**config.mk**
```make
export PLATFORM = sky130hd
export DESIGN_NAME = enc_8b10b_tx
export DESIGN_NICKNAME = d
export VERILOG_FILES = /design/src/common/line_code_pkg.sv /design/src/design/enc_8b10b_tx.sv /design/src/line_encoder/symbol_encoder.sv /design/src/line_encoder/enc_3b4b.sv /design/src/line_encoder/enc_5b6b.sv
export SDC_FILE = /design/constraint.sdc
export NUM_CORES = 1
export LEC_CHECK = 0
export BUFFER_PORTS_ARGS = -buffer_cell sky130_fd_sc_hd__buf_2
export CORE_UTILIZATION = 59
export DETAILED_ROUTE_END_ITERATION = 10
export GPL_ROUTABILITY_DRIVEN = 0
export PLACE_DENSITY = 0.85
export SYNTH_ARGS = -nofsm -noshare
export SYNTH_HDL_FRONTEND = slang
export SYNTH_SLANG_ARGS = --single-unit
```
**constraint.sdc**
```tcl
create_clock -name pclk -period 17.22 [get_ports pclk]
set_input_delay 1.722 -clock pclk [delete_from_list [all_inputs] [get_ports pclk]]
set_output_delay 1.722 -clock pclk [all_outputs]
set_load 0.1 [all_outputs]
```
**src/common/line_code_pkg.sv**
```systemverilog
package line_code_pkg;

        ///////////////////////////////
        // Widths
        ///////////////////////////////

        localparam int byte_w   = 8;
        localparam int symbol_w = 10;

        ///////////////////////////////
        // Code types
        ///////////////////////////////

        // abcdei
        typedef logic [5:0] code6_t;

        // fghj
        typedef logic [3:0] code4_t;

        // abcdei in the high bits, fghj in the low bits
        typedef logic [symbol_w-1:0] symbol_t;

        typedef struct packed {
                logic [2:0] hgf;
                logic [4:0] edcba;
        } byte_fields_t;

        // Same byte, seen whole or split into the two sub-blocks
        typedef union packed {
                logic [byte_w-1:0] raw;
                byte_fields_t      sub;
        } data_byte_u;

        ///////////////////////////////
        // Control symbols
        ///////////////////////////////

        localparam logic [4:0] k28_edcba = 5'd28;

        // EDCBA values allowed with HGF 7 (K23.7, K27.7, K29.7, K30.7)
        localparam logic [3:0][4:0] k_x7_set = {5'd30, 5'd29, 5'd27, 5'd23};

endpackage
```
**src/design/enc_8b10b_tx.sv**
```systemverilog
`timescale 1ns/1ps

module enc_8b10b_tx (
        input  logic                      pclk,
        input  logic                      reset,
        input  logic                      in_valid,
        output logic                      in_ready,
        input  line_code_pkg::data_byte_u in_data,
        input  logic                      in_k,
        output logic                      out_valid,
        input  logic                      out_ready,
        output line_code_pkg::symbol_t    out_symbol
);
        import line_code_pkg::*;

        logic    rd;
        logic    rd_next;
        logic    in_xfer;
        symbol_t enc_symbol;

        ///////////////////////////////
        // Handshake
        ///////////////////////////////

        // Accept when the output slot is empty or draining this cycle
        assign in_ready = !out_valid || out_ready;
        assign in_xfer  = in_valid && in_ready;

        ///////////////////////////////
        // Encoder
        ///////////////////////////////

        symbol_encoder u_symbol_encoder (
                .data   (in_data),
                .k      (in_k),
                .rd_in  (rd),
                .symbol (enc_symbol),
                .rd_out (rd_next)
        );

        ///////////////////////////////
        // State
        ///////////////////////////////

        // Running disparity, 0 is negative
        always_ff @(posedge pclk) begin
                if (reset) begin
                        rd <= 1'b0;
                end else if (in_xfer) begin
                        rd <= rd_next;
                end
        end

        always_ff @(posedge pclk) begin
                if (reset) begin
                        out_valid <= 1'b0;
                end else if (in_xfer) begin
                        out_valid <= 1'b1;
                end else if (out_ready) begin
                        out_valid <= 1'b0;
                end
        end

        // Holds under back-pressure
        always_ff @(posedge pclk) begin
                if (in_xfer) begin
                        out_symbol <= enc_symbol;
                end
        end

endmodule

```
**src/line_encoder/symbol_encoder.sv**
```systemverilog
`timescale 1ns/1ps

module symbol_encoder (
        input  line_code_pkg::data_byte_u data,
        input  logic                      k,
        input  logic                      rd_in,
        output line_code_pkg::symbol_t    symbol,
        output logic                      rd_out
);
        import line_code_pkg::*;

        logic   ctrl;
        logic   k_x7_hit;
        logic   unb6;
        logic   unb4;
        logic   rd_mid;
        code6_t code6;
        code4_t code4;

        ///////////////////////////////
        // Control classification
        ///////////////////////////////

        always_comb begin
                k_x7_hit = 1'b0;
                for (int i = 0; i < 4; i++) begin
                        if (data.raw == {3'd7, k_x7_set[i]}) begin
                                k_x7_hit = 1'b1;
                        end
                end
        end

        // Any other k byte goes out as plain data
        assign ctrl = k && (k_x7_hit || data.sub.edcba == k28_edcba);

        ///////////////////////////////
        // Sub-blocks
        ///////////////////////////////

        enc_5b6b u_enc_5b6b (
                .edcba      (data.sub.edcba),
                .ctrl       (ctrl),
                .rd         (rd_in),
                .code       (code6),
                .unbalanced (unb6)
        );

        assign rd_mid = rd_in ^ unb6;

        enc_3b4b u_enc_3b4b (
                .hgf        (data.sub.hgf),
                .edcba      (data.sub.edcba),
                .ctrl       (ctrl),
                .rd         (rd_mid),
                .code       (code4),
                .unbalanced (unb4)
        );

        assign rd_out = rd_mid ^ unb4;
        assign symbol = {code6, code4};

endmodule

```
**src/line_encoder/enc_3b4b.sv**
```systemverilog
`timescale 1ns/1ps

module enc_3b4b (
        input  logic [2:0]            hgf,
        input  logic [4:0]            edcba,
        input  logic                  ctrl,
        input  logic                  rd,
        output line_code_pkg::code4_t code,
        output logic                  unbalanced
);
        import line_code_pkg::*;

        code4_t neg_code;
        logic   use_alt7;
        logic   is_k28;

        assign is_k28 = ctrl && (edcba == k28_edcba);

        // Alternate 7 avoids a run of five ones or zeros across e/i and f/g
        assign use_alt7 = ctrl
                || (!rd && (edcba == 5'd17 || edcba == 5'd18 || edcba == 5'd20))
                || (rd && (edcba == 5'd11 || edcba == 5'd13 || edcba == 5'd14));

        always_comb begin
                case (hgf)
                        3'd0:    neg_code = 4'b1011;
                        3'd1:    neg_code = 4'b1001;
                        3'd2:    neg_code = 4'b0101;
                        3'd3:    neg_code = 4'b1100;
                        3'd4:    neg_code = 4'b1101;
                        3'd5:    neg_code = 4'b1010;
                        3'd6:    neg_code = 4'b0110;
                        default: neg_code = use_alt7 ? 4'b0111 : 4'b1110;
                endcase
        end

        assign unbalanced = ($countones(neg_code) != 2);

        ///////////////////////////////
        // Disparity selection
        ///////////////////////////////

        // rd here is the disparity after the 6b code
        always_comb begin
                code = neg_code;
                if (rd && (unbalanced || hgf == 3'd3)) begin
                        code = ~neg_code;
                end else if (is_k28 && !rd && !unbalanced && hgf != 3'd3) begin
                        // K28.1/.2/.5/.6 after 110000
                        code = ~neg_code;
                end
        end

endmodule

```
**src/line_encoder/enc_5b6b.sv**
```systemverilog
`timescale 1ns/1ps

module enc_5b6b (
        input  logic [4:0]            edcba,
        input  logic                  ctrl,
        input  logic                  rd,
        output line_code_pkg::code6_t code,
        output logic                  unbalanced
);
        import line_code_pkg::*;

        code6_t neg_code;
        logic   is_k28;

        assign is_k28 = ctrl && (edcba == k28_edcba);

        ///////////////////////////////
        // Negative disparity column
        ///////////////////////////////

        always_comb begin
                case (edcba)
                        5'd0:    neg_code = 6'b100111;
                        5'd1:    neg_code = 6'b011101;
                        5'd2:    neg_code = 6'b101101;
                        5'd3:    neg_code = 6'b110001;
                        5'd4:    neg_code = 6'b110101;
                        5'd5:    neg_code = 6'b101001;
                        5'd6:    neg_code = 6'b011001;
                        5'd7:    neg_code = 6'b111000;
                        5'd8:    neg_code = 6'b111001;
                        5'd9:    neg_code = 6'b100101;
                        5'd10:   neg_code = 6'b010101;
                        5'd11:   neg_code = 6'b110100;
                        5'd12:   neg_code = 6'b001101;
                        5'd13:   neg_code = 6'b101100;
                        5'd14:   neg_code = 6'b011100;
                        5'd15:   neg_code = 6'b010111;
                        5'd16:   neg_code = 6'b011011;
                        5'd17:   neg_code = 6'b100011;
                        5'd18:   neg_code = 6'b010011;
                        5'd19:   neg_code = 6'b110010;
                        5'd20:   neg_code = 6'b001011;
                        5'd21:   neg_code = 6'b101010;
                        5'd22:   neg_code = 6'b011010;
                        5'd23:   neg_code = 6'b111010;
                        5'd24:   neg_code = 6'b110011;
                        5'd25:   neg_code = 6'b100110;
                        5'd26:   neg_code = 6'b010110;
                        5'd27:   neg_code = 6'b110110;
                        5'd28:   neg_code = 6'b001110;
                        5'd29:   neg_code = 6'b101110;
                        5'd30:   neg_code = 6'b011110;
                        default: neg_code = 6'b101011;
                endcase

                // K28 replaces the data entry
                if (is_k28) begin
                        neg_code = 6'b001111;
                end
        end

        ///////////////////////////////
        // Disparity selection
        ///////////////////////////////

        assign unbalanced = ($countones(neg_code) != 3);

        // D.07 is balanced but still swaps to 000111 at positive disparity
        always_comb begin
                code = neg_code;
                if (rd && (unbalanced || edcba == 5'd7)) begin
                        code = ~neg_code;
                end
        end

endmodule

```
==> flow_metrics.tcl, run 1 <==
set metrics [dict create \
    slowest_delay_ps 540 \
    synth-simple-area-share 0.168 \
    timing.slew.headroom 0.642 \
    rsz0062_at_grt "no" \
    cts_resized 0 \
    clock_sinks 12 \
    setup_tns_ps 0 \
    required_ps 17220 \
    synth_top_area_cell "edfxtp_1" \
    synth_xor_area_frac 0.109 \
    syn_nets 157 \
    crit_buf_inv 5 \
    layout-drive-gt1-share 0.258 \
    htree_num_levels 1 \
    drc_errors 0 \
    grt_max_degree 27 \
    r2r_slack_ps 13600 \
    ys_ff_latch 12 \
    min_to "out_valid$_SDFFE_PP0P_" \
    io_pins 25 \
    pwr-share-comb 0.655 \
    hp-start "out_valid$_SDFFE_PP0P_" \
    antenna_left 0 \
    synth-edff-count 10 \
    cts_buffer_depth 2 \
    synth_mux_area_frac 0.0353 \
    p_int_uw 86.3 \
    place_area_mm2 0.00138 \
    slew_violations 0 \
    syn_area_mm2 0.00128 \
    final_area_mm2 0.00141 \
    drt_iter0_drc 9 \
    vias 1009 \
    grt_pass1_wl_um 3750 \
    antenna_cells 0 \
    viasPerCell 5.67 \
    switchingPower_uw 103 \
    power.share.clock 0.091 \
    hold_viol 0 \
    worstReg2RegStart "rd$_SDFFE_PP0P_" \
    clk_pin_slew_ps 60 \
    cts_hold_buf 0 \
    cts_root_buf "clkbuf_4" \
    timing.fmax_ghz 0.126 \
    ys_seq_area_frac 0.267 \
    critPathKind "primary input to flip-flop" \
    finalSetupViolations 0 \
    async_flop_share 0 \
    startpoint_type "primary input" \
    cts_setup_buffers 0 \
    synth_top_family_by_area "compound AO/OA/AOI/OAI gates" \
    wirelength_um 2150 \
    fin_nets 180 \
    synth_compound_gate_area_share 0.179 \
    grt_pass1_vias 898 \
    min_path_cells 2 \
    fin_crit_ps 7950 \
    dp.cells 174 \
    detailed_place_hpwl_um 1780 \
    clock_skew_ps 4.37 \
    place_ws_ps 8990 \
    die_area_mm2 0.00235 \
    rows 16 \
    finalNonFillerCells 178 \
    avgSynthCellArea_um2 9.89 \
    outcome "finished, final reports clean" \
    drv_cap 0 \
    period_share 0.461 \
    synth_cells 129 \
    reg2reg_depth 12 \
    synthFlopType "edfxtp_1" \
    r2r-end "out_symbol[3]$_DFFE_PP_" \
    critical_path.slowest_cell "fa_1" \
    cp.arrival_ps 7940 \
    cts_tree "built" \
    p_leak_nw 0.604 \
    worstMarginPinSlew_ps 533 \
    globalRouteOverflowTotal 0 \
    synth_cell_types 44 \
    die_h_um 48.5 \
    firstDrtPassIters 4 \
    grt_usage 0.203 \
    coreArea_mm2 0.00200 \
    critPathMaxFanout 6 \
    ys.warnings.count 0 \
    cp-end-kind "flip-flop" \
    power_frac_seq 0.254 \
    synthAdderAreaFrac 0.178 \
    powerDensity_mw_per_mm2 135 \
    critical_path.top_delay_family "adder cells" \
    power_uw 189 \
    cts_buffers 3 \
    synthTopCellsByArea "edfxtp_1, ha_1, fa_1" \
    vdd_ir_drop_max_mv 0.140 \
    portBuffers 24 \
    hold_ws_ps 514 \
    start_util 0.638 \
    wire_per_inst_um 12.1 \
    netlist.area_leader.share 0.235 \
    clk_latency_ps 270 \
    hold_class "flip-flop to flip-flop" \
    antenna_found_initial 0 \
    fin_ws_ps 9270 \
    die_w_um 48.5 \
    area_growth_pct 10.1 \
    swShare 0.544 \
    final_core_util 0.702 \
]
[worst max path at each step]
stage | from | depth (start not counted) | slack, ps | endpoint
after floorplan | in_data[0] | 25 | 9760 | out_symbol[3]$_DFFE_PP_
after global placement | in_data[0] | 26 | 9200 | out_symbol[3]$_DFFE_PP_
after detailed placement | in_data[0] | 26 | 8990 | out_symbol[3]$_DFFE_PP_
after CTS | in_data[0] | 26 | 9280 | out_symbol[3]$_DFFE_PP_
after global routing | in_data[0] | 27 | 8910 | out_symbol[3]$_DFFE_PP_
final | in_data[0] | 27 | 9270 | out_symbol[3]$_DFFE_PP_
[registers in the layout, indices dropped and copies added, names as in the netlist]
name        count
out_symbol     10
out_valid       1
rd              1
[synth_stat cells (all sizes together) (2+ instances only)]
master	count
nor2b	3
ha	11
nor3b	2
edfxtp	10
nor3	3
a21oi	6
dfxtp	2
inv	8
mux2i	3
nand2b	2
a21o	2
xnor2	5
a211oi	2
fa	4
buf	6
o21ai	6
nand2	11
xor2	10
nor2	11
a31oi	2
nand3	3
[power groups by stage]
stage / Clock (mW) / Sequential, mW / Combinational (mW)
2_1_floorplan: 0 / 0.107 / 0.0506
5_1_grt: 0.0193 / 0.0488 / 0.131
3_5_place_dp: 0 / 0.0487 / 0.124
4_1_cts: 0.0178 / 0.0482 / 0.125
3_3_place_gp: 0 / 0.0483 / 0.122
6_report: 0.0171 / 0.0481 / 0.124
[worst reg2reg max path, cell delays in order (launching register included)]
cell and delay [ps]:
dfxtp_1 440, xor2_2 240, mux2_4 340, o31ai_4 260
a21boi_2 110, inv_1 80, fa_1 410, ha_1 200
ha_1 270, nor3b_1 270, o21ai_0 180, a21oi_1 450
xor2_1 120
[area by class of cell]
| type | instances | area [µm²] |
|---|---|---|
| Sequential cell | 12 | 340 |
| Clock buffer | 4 | 26.3 |
| Tap cell | 27 | 33.8 |
| Multi-Input combinational cell | 103 | 855 |
| Inverter | 8 | 30.0 |
| Fill cell | 168 | 597 |
| Timing Repair Buffer | 24 | 120 |
[logic make-up after synthesis]
| group | count (synthesis) |
|---|---|
| multiplexers | 4 |
| AO/OA/AOI/OAI | 28 |
| AND/OR/NAND/NOR | 40 |
| XOR/XNOR | 15 |
| buffers and inverters | 14 |
| flip-flops | 12 |
| adder cells (fa/ha/maj) | 16 |
[cells in the final DEF (no fill, tap or decap), types with 2 or more instances in the layout]
| cell type | count |
|---|---|
| dfxtp_1 | 2 |
| mux2i_1 | 3 |
| xor2_1 | 9 |
| fa_1 | 4 |
| a21oi_1 | 6 |
| nand3_1 | 3 |
| edfxtp_1 | 10 |
| nor2b_1 | 2 |
| clkbuf_4 | 3 |
| nand2b_1 | 2 |
| o21ai_2 | 2 |
| ha_1 | 11 |
| buf_2 | 24 |
| a21o_1 | 2 |
| o21ai_0 | 4 |
| nor2_1 | 11 |
| a31oi_1 | 2 |
| nor3_1 | 3 |
| nor3b_1 | 2 |
| nand2_1 | 11 |
| inv_1 | 8 |
| xnor2_1 | 5 |
[layer usage]
layer / routed length [µm] / track usage
met4: 51 / 0.108
met3: 97 / 0.0220
met1: 937 / 0.248
met2: 1060 / 0.350
met5: 0 / 0
Note: power is estimated with default switching activity, not from simulation.
==> inputs of run 2 (changes only) <==
- CORE_ASPECT_RATIO: default -> 1.75
- CORE_UTILIZATION: 59 -> 55
- PLACE_DENSITY: 0.85 -> 0.8
- clock period: 17.22 -> 8.1 ns (I/O delays scaled with it)
==> run 2 against run 1 <==
Total power increased by 110%. Wire length rose by 8.8%. Sequential share of layout area grew 0.065 points. Non-clock buffer count stayed put. Final cell count fell by 1.7%. Clock power rose by 120%. Worst hold slack worse by 0.97 ps. Critical path depth down 1. Sequential power is 110% higher. Via count increased by 1.8%. Setup slack worse by 8200 ps. Final area fell by 0.27%. Critical endpoint unchanged.
==> flow_metrics.tcl, run 2 (synthesized netlist as in run 1, its figures left out) <==
set metrics [dict create \
    drt_iter0_drc 28 \
    start_util 0.594 \
    critical_path.slowest_cell "fa_1" \
    largest_reg_flops 10 \
    rows 22 \
    hold_viol 0 \
    clock_sinks 12 \
    clock_skew_ps 1.40 \
    timing.fmax_ghz 0.142 \
    cts_resized 0 \
    globalRouteOverflowTotal 0 \
    hold_ws_ps 513 \
    most-common-layout-cells "buf_2, nand2_1, nor2_1, ha_1, edfxtp_1" \
    hold_class "flip-flop to flip-flop" \
    use_met2 0.432 \
    worstMarginPinSlew_ps 481 \
    top_usage_layer "met2" \
    required_ps 8100 \
    detailed_place_hpwl_um 1950 \
    final_area_mm2 0.00140 \
    wirelength_um 2340 \
    vdd_ir_drop_max_mv 0.130 \
    startpoint_type "primary input" \
    grtUsageMet1 0.221 \
    cp.arrival_ps 7030 \
    outcome "finished, final reports clean" \
    drv_cap 0 \
    critPathKind "primary input to flip-flop" \
    r2r_slack_ps 4430 \
    regMostFlops "out_symbol" \
    setup_tns_ps 0 \
    rsz0062_at_grt "no" \
    antenna_found_initial 0 \
    min_path_cells 2 \
    portBuffers 24 \
    cts_tree "built" \
    firstDrtPassIters 4 \
    hp-start "out_valid$_SDFFE_PP0P_" \
    layout-drive-gt1-share 0.258 \
    grt_pass1_wl_um 4200 \
    viasPerCell 5.87 \
    die_w_um 38.4 \
    power_uw 402 \
    antenna_cells 0 \
    layout_commonest_cell "buf_2" \
    worstReg2RegStart "rd$_SDFFE_PP0P_" \
    grt_max_degree 27 \
    slew_violations 0 \
    cts_buffer_depth 2 \
    reg_top3 "out_symbol (10), out_valid (1), rd (1)" \
    use_met3 0.0270 \
    fin_crit_ps 7030 \
    die_area_mm2 0.00252 \
    io_pins 25 \
    drc_errors 0 \
    cts_hold_buf 0 \
    grt_pass1_vias 1044 \
    reg2reg_depth 11 \
    critPathMaxFanout 6 \
    period_share 0.868 \
    powerDensity_mw_per_mm2 287 \
    startpoint "in_data[0]" \
    die_h_um 65.7 \
    slowest_delay_ps 540 \
    clk_latency_ps 270 \
    wire_per_inst_um 13.4 \
    timing.slew.headroom 0.677 \
    cts_root_buf "clkbuf_4" \
    vias 1027 \
    final_core_util 0.653 \
    clk_pin_slew_ps 70 \
    antenna_left 0 \
    cts_setup_buffers 0 \
    area_growth_pct 9.80 \
    fin_nets 180 \
    place_area_mm2 0.00138 \
    cp-end-kind "flip-flop" \
    finalSetupViolations 0 \
    htree_num_levels 1 \
    fill_cells 179 \
    cts_buffers 3 \
    coreArea_mm2 0.00215 \
    grt_usage 0.225 \
    p_leak_nw 0.604 \
]
## run 2: cell counts in the layout (fill, tap and decap cells not counted)
No cell type changed its count.
## run 2: path summary, 6_finish.rpt
check                             to
max          out_symbol[3]$_DFFE_PP_
min           out_valid$_SDFFE_PP0P_
max reg2reg  out_symbol[3]$_DFFE_PP_
min reg2reg   out_valid$_SDFFE_PP0P_
## run 2: cell type report
cell class | instances | area, µm² | area share
Sequential cell | 12 | 340 | 0.243
Multi-Input combinational cell | 103 | 855 | 0.610
Tap cell | 24 | 30.0 | 0.0214
Timing Repair Buffer | 24 | 120 | 0.0857
Inverter | 8 | 30.0 | 0.0214
Clock buffer | 4 | 26.3 | 0.0188
## run 2: metrics by stage
stage / setup slack, ps / cells
final: 1070 / 175
after global routing: 529 / 175
after CTS: 1040 / 175
after detailed placement: 765 / 171
after global placement: 911 / 171
after floorplan: 1550 / 129
## run 2: worst max-delay path, delay by kind of cell
| kind | cells | cell delay [ps] |
|---|---|---|
| buffers and inverters | 4 | 370 |
| multiplexers | 1 | 330 |
| XOR/XNOR | 2 | 330 |
| AND/OR/NAND/NOR | 5 | 870 |
| AO/OA/AOI/OAI | 6 | 1450 |
| adder cells (fa/ha/maj) | 8 | 2860 |
## run 2: layer usage
| layer | vias up | wire length (µm) |
|---|---|---|
| met4 | 0 | 85 |
| met1 | 479 | 814 |
| met5 | - | 0 |
| met3 | 11 | 103 |
| li1 | 503 | - |
| met2 | 34 | 1340 |
## run 2: report_power, final
group          internal [mW]  switching, mW  total (mW)
sequential            0.0959        0.00658       0.102
combinational         0.0680          0.194       0.263
clock                 0.0191         0.0180      0.0371
